<file path="src/io_settings.svh">
// address map, reset values and build options shared by the I/O fabric RTL, include where needed
`ifndef IO_SETTINGS_SVH
`define IO_SETTINGS_SVH

// register addresses inside the I/O window
`define DIV_ADDR0 32'h1000_000C
`define DIV_ADDR1 32'h1000_0010
`define CPU_FREQ_ADDR 32'h1000_0014
`define MEM_SIZE_ADDR 32'h1000_0018
`define REBOOT_ADDR 32'h1110_0000

// I/O window, bounds inclusive
`define IO_LO 32'h1000_0000
`define IO_HI 32'h1200_0000

// high-byte tags of the CLINT and PLIC windows
`define CLINT_TAG 8'h02
`define PLIC_TAG 8'h0C

// magic value in the low half of a reboot write
`define REBOOT_DATA 16'h7777

// system clock in Hz
`define SYSTEM_CLK 50_000_000

// external memory size reported to software, in bytes
`define SDRAM_SIZE 32'h0200_0000

`define DIV_RESET 32'd1

// lowest allowed frequency, 1.0 MHz in Q8.8
`define FREQ_MIN_Q8_8 16'h0100

// set to 0 to leave accesses outside the map without a reply
`define ENABLE_ACCESS_FAULT 1'b1

`endif
</file>
<file path="src/io_regs_pkg.sv">
// register-content and reply types of the I/O fabric, imported by the register blocks and top
package io_regs_pkg;

  // both clock-divider words
  typedef struct packed {
    logic [31:0] div0;
    logic [31:0] div1; // low half is the machine-timer divisor
  } div_cfg_t;

  // unsigned frequency in MHz, 8 integer and 8 fraction bits
  typedef logic [15:0] q8_8_t;

  // one reply on the bus, rdata zero while ready is low
  typedef struct packed {
    logic        ready;
    logic [31:0] rdata;
  } bus_rsp_t;

endpackage

</file>
<file path="src/io_map_pkg.sv">
// bus request and address-selection types, imported by the decode and the reply blocks
package io_map_pkg;

  // request as the processor presents it, held stable until ready
  typedef struct packed {
    logic        valid;
    logic [31:0] addr;
    logic [3:0]  wstrb;          // all zero means read
    logic [31:0] wdata;
    logic        is_instruction; // fetch, not a data access
  } bus_req_t;

  // one bit per target, already qualified by valid
  typedef struct packed {
    logic div0;
    logic div1;
    logic freq;
    logic memsize;
    logic reboot_hit; // write of the reboot magic to the reboot address
    logic in_io;      // I/O window or the CLINT/PLIC tagged windows
    logic unmatched;  // in_io with no register behind it
    logic fault;      // access-fault reply wanted
  } io_sel_t;

endpackage

</file>
<file path="src/io_fabric.sv">
// top of the SoC I/O side, decodes the processor request and returns one reply per access
module io_fabric (
  input  logic                  clk,
  input  logic                  resetn,
  input  io_map_pkg::bus_req_t  bus_req_i,
  input  logic [63:0]           timer_counter_i,
  output io_regs_pkg::bus_rsp_t bus_rsp_o,
  output logic                  access_fault_o,
  output logic                  reboot_o,
  output io_regs_pkg::div_cfg_t div_cfg_o,
  output io_regs_pkg::q8_8_t    sysclk_mhz_q8_8_o,
  output logic [63:0]           mtime_o
);

  import io_map_pkg::*;
  import io_regs_pkg::*;

  io_sel_t  sel;
  bus_rsp_t div_rsp;
  bus_rsp_t sys_rsp;
  div_cfg_t div_cfg;

  io_decode io_decode_inst (
    .req_i (bus_req_i),
    .sel_o (sel)
  );

  clock_div_regs clock_div_regs_inst (
    .clk       (clk),
    .resetn    (resetn),
    .req_i     (bus_req_i),
    .sel_i     (sel),
    .rsp_o     (div_rsp),
    .div_cfg_o (div_cfg)
  );

  sysinfo_regs sysinfo_regs_inst (
    .clk    (clk),
    .resetn (resetn),
    .req_i  (bus_req_i),
    .sel_i  (sel),
    .rsp_o  (sys_rsp),
    .freq_o (sysclk_mhz_q8_8_o)
  );

  mtime_prescaler mtime_prescaler_inst (
    .clk             (clk),
    .resetn          (resetn),
    .timer_counter_i (timer_counter_i),
    .div_cfg_i       (div_cfg),
    .mtime_o         (mtime_o)
  );

  io_responder io_responder_inst (
    .clk            (clk),
    .resetn         (resetn),
    .req_i          (bus_req_i),
    .sel_i          (sel),
    .div_rsp_i      (div_rsp),
    .sys_rsp_i      (sys_rsp),
    .rsp_o          (bus_rsp_o),
    .access_fault_o (access_fault_o),
    .reboot_o       (reboot_o)
  );

  assign div_cfg_o = div_cfg; // uart and spi dividers for outside peripherals

endmodule

</file>
<file path="src/io_responder.sv">
// registered replies for unmatched, faulting and reboot accesses, and the merge of all I/O replies
module io_responder (
  input  logic                  clk,
  input  logic                  resetn,
  input  io_map_pkg::bus_req_t  req_i,
  input  io_map_pkg::io_sel_t   sel_i,
  input  io_regs_pkg::bus_rsp_t div_rsp_i,
  input  io_regs_pkg::bus_rsp_t sys_rsp_i,
  output io_regs_pkg::bus_rsp_t rsp_o,
  output logic                  access_fault_o,
  output logic                  reboot_o
);

  import io_regs_pkg::*;

  logic     unmatched_q;
  logic     fault_q;
  logic     reboot_q;
  bus_rsp_t merged;

  // each flag pulses once per held request
  always_ff @(posedge clk) begin
    if (!resetn) begin
      unmatched_q <= 1'b0;
      fault_q <= 1'b0;
      reboot_q <= 1'b0;
    end else begin
      unmatched_q <= sel_i.unmatched && !unmatched_q;
      fault_q <= sel_i.fault && !fault_q;
      reboot_q <= sel_i.reboot_hit && !reboot_q;
    end
  end

  always_comb begin
    merged = '0;
    if (sys_rsp_i.ready) begin
      merged = sys_rsp_i;
    end else if (div_rsp_i.ready) begin
      merged = div_rsp_i;
    end else if (unmatched_q) begin
      merged.ready = 1'b1; // reads as zero
    end else if (fault_q) begin
      merged.ready = 1'b1;
    end else if (reboot_q) begin
      merged.ready = 1'b1; // the reboot write still needs its ack
    end
  end

  // replies only go out while the master still holds the request
  assign rsp_o = req_i.valid ? merged : '0;
  assign access_fault_o = fault_q;
  assign reboot_o = reboot_q;

  // decode keeps the classes disjoint, so no reply is ever hidden by the priority
  a_one_source : assert property (
    @(posedge clk) disable iff (!resetn)
      $onehot0({sys_rsp_i.ready, div_rsp_i.ready, unmatched_q, fault_q, reboot_q})
  );

endmodule

</file>
<file path="src/mtime_prescaler.sv">
// machine-timer prescaler, divides the microsecond counter by the low half of divider word 1
module mtime_prescaler (
  input  logic                  clk,
  input  logic                  resetn,
  input  logic [63:0]           timer_counter_i,
  input  io_regs_pkg::div_cfg_t div_cfg_i,
  output logic [63:0]           mtime_o
);

  logic [63:0] prev_cnt_q; // last counter value seen
  logic [15:0] presc_q;
  logic [15:0] div_lat_q;  // divisor latched at the last reload
  logic [63:0] count_q;
  logic [15:0] div_safe;
  logic        tick;
  logic        bypass;

  assign tick = (timer_counter_i != prev_cnt_q);
  assign div_safe = (div_cfg_i.div1[15:0] == 16'd0) ? 16'd1 : div_cfg_i.div1[15:0];
  assign bypass = (div_lat_q == 16'd1);

  always_ff @(posedge clk) begin
    if (!resetn) begin
      prev_cnt_q <= 64'd0;
      presc_q <= 16'd0;
      div_lat_q <= 16'd1;
      count_q <= 64'd0;
    end else if (tick) begin
      prev_cnt_q <= timer_counter_i;
      if (bypass) begin
        // pick up a new divisor on the next change
        presc_q <= 16'd0;
        div_lat_q <= div_safe;
      end else if (presc_q == div_lat_q - 16'd1) begin
        presc_q <= 16'd0;
        count_q <= count_q + 64'd1;
        div_lat_q <= div_safe; // divisor changes take effect at a period boundary
      end else begin
        presc_q <= presc_q + 16'd1;
      end
    end
  end

  // divide by one passes the counter straight through
  assign mtime_o = bypass ? timer_counter_i : count_q;

endmodule

</file>
<file path="src/sysinfo_regs.sv">
// system-information registers: writable CPU frequency in Q8.8 MHz and the read-only memory size
`include "io_settings.svh"

module sysinfo_regs (
  input  logic                  clk,
  input  logic                  resetn,
  input  io_map_pkg::bus_req_t  req_i,
  input  io_map_pkg::io_sel_t   sel_i,
  output io_regs_pkg::bus_rsp_t rsp_o,
  output io_regs_pkg::q8_8_t    freq_o
);

  import io_regs_pkg::*;

  // SYSTEM_CLK in MHz, fraction rounded to the nearest 1/256
  localparam int unsigned MHZ_INT = `SYSTEM_CLK / 1_000_000;
  localparam int unsigned MHZ_FRAC = (((`SYSTEM_CLK % 1_000_000) * 256) + 500_000) / 1_000_000;
  localparam int unsigned RESET_RAW = (MHZ_INT << 8) + MHZ_FRAC;
  localparam q8_8_t FREQ_RESET = (RESET_RAW > 32'h0000_FFFF) ? 16'hFFFF : RESET_RAW[15:0];

  q8_8_t       freq_q;
  q8_8_t       freq_wr;
  logic        ready_q;
  logic [31:0] rdata_q;
  logic        accept;
  logic        wr;

  assign wr = |req_i.wstrb;
  assign accept = (sel_i.freq || sel_i.memsize) && !ready_q;

  // values below 1 MHz would break software delay loops
  assign freq_wr = (req_i.wdata[15:0] < `FREQ_MIN_Q8_8) ? `FREQ_MIN_Q8_8 : req_i.wdata[15:0];

  always_ff @(posedge clk) begin
    if (!resetn) begin
      ready_q <= 1'b0;
      freq_q <= FREQ_RESET;
    end else begin
      ready_q <= accept;
      if (accept && wr && sel_i.freq)
        freq_q <= freq_wr; // memsize writes just get acked
    end
  end

  always_ff @(posedge clk) begin
    if (accept)
      rdata_q <= sel_i.freq ? {16'h0000, freq_q} : `SDRAM_SIZE;
  end

  assign rsp_o = '{ready: ready_q, rdata: (ready_q ? rdata_q : 32'h0)};
  assign freq_o = freq_q;

endmodule

</file>
<file path="src/clock_div_regs.sv">
// two 32-bit clock-divider registers on the I/O bus, values exported for outside peripherals
`include "io_settings.svh"

module clock_div_regs (
  input  logic                 clk,
  input  logic                 resetn,
  input  io_map_pkg::bus_req_t req_i,
  input  io_map_pkg::io_sel_t  sel_i,
  output io_regs_pkg::bus_rsp_t rsp_o,
  output io_regs_pkg::div_cfg_t div_cfg_o
);

  import io_regs_pkg::*;

  div_cfg_t    div_q;
  logic        ready_q;
  logic [31:0] rdata_q;
  logic        accept;
  logic        wr;

  assign wr = |req_i.wstrb;
  assign accept = (sel_i.div0 || sel_i.div1) && !ready_q; // one reply per held request

  always_ff @(posedge clk) begin
    if (!resetn) begin
      ready_q <= 1'b0;
      div_q.div0 <= `DIV_RESET;
      div_q.div1 <= `DIV_RESET;
    end else begin
      ready_q <= accept;
      if (accept && wr && sel_i.div0)
        div_q.div0 <= req_i.wdata;
      if (accept && wr && sel_i.div1)
        div_q.div1 <= req_i.wdata;
    end
  end

  // read data captured before the write lands
  always_ff @(posedge clk) begin
    if (accept)
      rdata_q <= sel_i.div0 ? div_q.div0 : div_q.div1;
  end

  assign rsp_o = '{ready: ready_q, rdata: (ready_q ? rdata_q : 32'h0)};
  assign div_cfg_o = div_q;

  // the master drops valid after the pulse, so no request is served twice
  a_single_ready : assert property (
    @(posedge clk) disable iff (!resetn) ready_q |=> !ready_q
  );

endmodule

</file>
<file path="src/io_decode.sv">
// combinational address decode of the processor request into one select bit per I/O target
`include "io_settings.svh"

module io_decode (
  input  io_map_pkg::bus_req_t req_i,
  output io_map_pkg::io_sel_t  sel_o
);

  logic wr;
  logic data_acc;
  logic in_window;
  logic in_tagged;
  logic in_io;
  logic reboot_hit;
  logic reg_hit;
  logic fault;

  assign wr = |req_i.wstrb;
  assign data_acc = req_i.valid && !req_i.is_instruction; // registers only see data accesses

  assign in_window = (req_i.addr >= `IO_LO) && (req_i.addr <= `IO_HI);
  assign in_tagged = (req_i.addr[31:24] == `CLINT_TAG) || (req_i.addr[31:24] == `PLIC_TAG);
  assign in_io = req_i.valid && (in_window || in_tagged);

  assign reboot_hit = data_acc && wr && (req_i.addr == `REBOOT_ADDR) &&
                      (req_i.wdata[15:0] == `REBOOT_DATA);

  assign sel_o.div0 = data_acc && (req_i.addr == `DIV_ADDR0);
  assign sel_o.div1 = data_acc && (req_i.addr == `DIV_ADDR1);
  assign sel_o.freq = data_acc && (req_i.addr == `CPU_FREQ_ADDR);
  assign sel_o.memsize = data_acc && (req_i.addr == `MEM_SIZE_ADDR);
  assign sel_o.reboot_hit = reboot_hit;
  assign sel_o.in_io = in_io;

  assign reg_hit = sel_o.div0 || sel_o.div1 || sel_o.freq || sel_o.memsize || reboot_hit;

  // no instruction memory is kept here, so every fetch faults
  always_comb begin
    fault = 1'b0;
    if (`ENABLE_ACCESS_FAULT == 1'b1) begin
      if (req_i.valid && req_i.is_instruction)
        fault = 1'b1;
      else if (data_acc && !in_io && !reboot_hit)
        fault = 1'b1;
    end
  end

  assign sel_o.fault = fault;

  // fault takes the reply, otherwise two sources would answer one fetch
  assign sel_o.unmatched = in_io && !reg_hit && !fault;

endmodule

</file>
<file path="config.mk">
export PLATFORM = sky130hd
export DESIGN_NAME = io_fabric
export DESIGN_NICKNAME = d
export VERILOG_FILES = /design/src/io_regs_pkg.sv /design/src/io_map_pkg.sv /design/src/io_fabric.sv /design/src/io_responder.sv /design/src/mtime_prescaler.sv /design/src/sysinfo_regs.sv /design/src/clock_div_regs.sv /design/src/io_decode.sv
export VERILOG_INCLUDE_DIRS = /design/src /design/src/src
export SDC_FILE = /design/constraint.sdc
export NUM_CORES = 1
export LEC_CHECK = 0
export BUFFER_PORTS_ARGS = -buffer_cell sky130_fd_sc_hd__buf_2
export CAP_MARGIN = 40
export CELL_PAD_IN_SITES_DETAIL_PLACEMENT = 1
export CELL_PAD_IN_SITES_GLOBAL_PLACEMENT = 2
export CORE_ASPECT_RATIO = 0.8
export CORE_MARGIN = 2
export CORE_UTILIZATION = 32
export CTS_CLUSTER_DIAMETER = 60
export CTS_CLUSTER_SIZE = 12
export DETAILED_ROUTE_END_ITERATION = 10
export PLACE_DENSITY = 0.79
export SLEW_MARGIN = 20
export SYNTH_ARGS = -nofsm -noshare
export SYNTH_HDL_FRONTEND = slang
export SYNTH_SLANG_ARGS = --single-unit
</file>
<file path="constraint.sdc">
create_clock -name clk -period 5.45 [get_ports clk]
set_clock_uncertainty 0.1 [all_clocks]
set_input_delay 0.2725 -clock clk [delete_from_list [all_inputs] [get_ports clk]]
set_output_delay 0.2725 -clock clk [all_outputs]
set_load 0.1 [all_outputs]
</file>
==> impl_metrics.tcl <==
set metrics [dict create \
    status "finished, final reports clean" \
    hpwlAfterDp_mm 38.7 \
    p_leak_nw 7.18 \
    cts_sinks 294 \
    fillers 5256 \
    path_max_fanout 34 \
    syn-num-nets 1808 \
    drt_iter0_drc 909 \
    area_delta_synth_final_pct 28.3 \
    cp-end-kind "primary output" \
    critical_path.startpoint "mtime_prescaler_inst.div_lat_q[2]" \
    rrSetupSlack_ns 1.52 \
    final_antenna_net_count 0 \
    dieHeight_microns 193 \
    grt_max_degree 91 \
    ff_latch_area_sq_um 6380 \
    synth_area_sq_um 14300 \
    wl_per_cell_microns 20.8 \
    cts_hold_buf 105 \
    instances_no_fill 2644 \
    avgSynthCellArea_sq_um 8.59 \
    clkLatencyLatePin_ns 0.58 \
    routed_via_density 5.29 \
    grt.overflow.total 0 \
    crit_arrival_ns 3.76 \
    grt.total_usage_pct 23.2 \
    synth-edff-count 49 \
    worstPathRequired_ns 5.08 \
    firstDrtPassIters 5 \
    synth_top_flop_cell "dfxtp_1" \
    clkTransAtPathRegs_ns 0.07 \
    drv_cap 0 \
    die-area_sq_um 46500 \
    finalCritPeriodShare_pct 75.8 \
    num_io_pins 315 \
    port_buffers 314 \
    initial_core_util_pct 32.3 \
    max_freq_mhz 242 \
    slew_headroom_pct 45.6 \
    drc 0 \
    period_needed_ns 4.13 \
    seq_area_frac_synth_pct 44.5 \
    diodes 0 \
    finalSetupTns_ns 0 \
    routed-via-count 13987 \
    root_buffer "clkbuf_16" \
    multi_input_area_sq_um 7420 \
    cts_buffer_depth 3 \
    grt_pass1_wl_mm 85.2 \
    coreArea_sq_um 44300 \
    rsz0062_at_grt "false" \
    gp_congestion 0.821 \
    h-tree-depth 1 \
    timing.rr.start "mtime_prescaler_inst.div_lat_q[2]" \
    rows 69 \
    holdCritStartpoint "bus_req_i[41]" \
    whs_endpoint "io_responder_inst.reboot_o" \
    hold_path_depth 4 \
    dp_cells 2487 \
    netlist_instances 1668 \
    die_w_microns 241 \
    slew_viol_final 0 \
    setup_viol 0 \
    cts_buffers 31 \
    ir_drop_mv 0.237 \
    final_net_count 2162 \
    yosysWarnings 0 \
    worst_pin_slew_ns 0.808 \
    cts.repair.resized 0 \
    synth.distinct_cells 63 \
    ys_ff_latch 294 \
    worst-r2r-cell-count 8 \
    powerDensity_nw_per_um2 263 \
    criticalPathCategory "flop to primary output" \
    routed_wl_mm 54.9 \
    start_kind "flop" \
    r2r-end "mtime_prescaler_inst.count_q[59]" \
    grt_pass1_vias 14347 \
    cts_tree "yes" \
    cts_setup_buffers 0 \
    drive_gt1_share_pct 21.2 \
    hold_path_class "input pin to flop" \
    antenna_found_initial 1 \
    finalHoldViolCount 0 \
    postSynth.asyncResetShare_pct 0 \
]
==> worst max path at each step <==
stage	to	cells past startpoint
floorplan	clock_div_regs_inst.rdata_q[0]	4
global placement	mtime_prescaler_inst.count_q[11]	8
detailed placement	mtime_prescaler_inst.count_q[59]	8
CTS	mtime_o[20]	7
global route	mtime_o[20]	7
finish	mtime_o[20]	7
==> registers in the layout, indices dropped and copies added, names as in the netlist, 16 cells and up <==
name / cells
clock_div_regs_inst.div_cfg_o: 64
mtime_prescaler_inst.count_q: 64
mtime_prescaler_inst.prev_cnt_q: 64
clock_div_regs_inst.rdata_q: 32
sysinfo_regs_inst.rdata_q: 17
mtime_prescaler_inst.div_lat_q: 16
mtime_prescaler_inst.presc_q: 16
sysinfo_regs_inst.freq_o: 16
==> critical path, cell delays in order, from the launching register on <==
cell,delay (ns)
dfxtp_1,0.38
nor4_1,0.66
nand2_1,0.21
or4_2,1.00
buf_4,0.38
nand2_1,0.11
nand2_1,0.10
buf_2,0.31
==> layout make-up <==
class | instances | area share (%)
clock inverters | 8 | 0.599
well taps | 603 | 4.11
clock buffers | 44 | 4.54
flip-flops and latches | 294 | 34.7
repair buffers | 443 | 15.3
multi-input cells | 1237 | 40.4
inverters | 15 | 0.307
==> power breakdown <==
group          leakage [nW]  switching [mW]  internal [mW]
Clock                 0.455           0.919           1.16
Sequential             2.34          0.0115           2.22
Combinational          4.39           0.362          0.166
==> metal layers <==
metal	part of all wire [%]	wire length, microns	track usage [%]
met1	48	26400	33.1
met2	45	25000	36.7
met3	4.2	2330	3.58
met4	2.4	1310	5.50
met5	0	0	0
==> cell usage after synthesis (3+ instances only) <==
master | number | area [sq um]
nor3b_1 | 5 | 37.5
and4_1 | 8 | 70.1
a21oi_1 | 101 | 505
clkbuf_1 | 106 | 398
nor4_2 | 5 | 62.6
xnor2_1 | 76 | 666
nand3_1 | 66 | 330
o311ai_0 | 56 | 490
nor2b_1 | 3 | 18.8
mux2i_1 | 7 | 70.1
mux2_2 | 32 | 360
nor2_1 | 38 | 143
edfxtp_1 | 49 | 1470
dfxtp_1 | 245 | 4900
inv_1 | 14 | 52.6
nand2b_1 | 63 | 394
buf_6 | 3 | 33.8
o41ai_1 | 55 | 482
or3_1 | 16 | 100
ha_1 | 4 | 50.1
or4_1 | 4 | 30.0
nand4_1 | 58 | 363
nand2_1 | 373 | 1400
o21ai_0 | 23 | 115
buf_2 | 10 | 50.1
and3_1 | 26 | 163
and2_1 | 102 | 638
a22o_1 | 17 | 149
xor2_1 | 18 | 158
nor4_1 | 28 | 175
nor3_1 | 15 | 75.1
==> cell families after synthesis <==
logic type                 synth area share [%]
AOI/OAI and AO/OA                          13.6
xor gates and xnor gates                   5.75
adders and majority gates                 0.350
buffers and inverters                      3.86
DFF                                        44.5
muxes                                      3.01
and+or+nand+nor                            28.9
==> cells in the final DEF (no fill, tap or decap), types with 16 or more instances in the layout <==
cell,Yosys,final
mux2_2,32,32
o21ai_0,23,23
clkbuf_16,0,31
and2_1,102,102
a21oi_1,101,101
and3_1,26,26
nor4_1,28,27
dfxtp_1,245,245
nand3_1,66,66
xnor2_1,76,76
nand2_1,373,372
edfxtp_1,49,49
dlygate4sd3_1,0,105
o41ai_1,55,55
buf_4,1,24
xor2_1,18,18
nor2_1,38,37
nand2b_1,63,63
o311ai_0,56,56
or3_1,16,16
nand4_1,58,58
buf_2,10,313
a22o_1,17,17
==> stage by stage <==
stage / area, sq um / setup slack, ns / total power [mW] / utilization [%] / hold slack (ns)
floorplan: 14300 / 1.52 / 2.59 / - / 0.294
detailed placement: 16400 / 1.57 / 2.75 / 37.0 / 0.349
finish: 18400 / 1.32 / 4.84 / 41.5 / 0.0657
global placement: 16300 / 1.69 / 2.74 / 36.9 / 0.339
CTS: 18400 / 1.29 / 4.88 / 41.5 / 0.0254
global route: 18400 / 1.08 / 4.99 / 41.5 / 0.0795
Note: power is estimated with default switching activity, not from simulation.
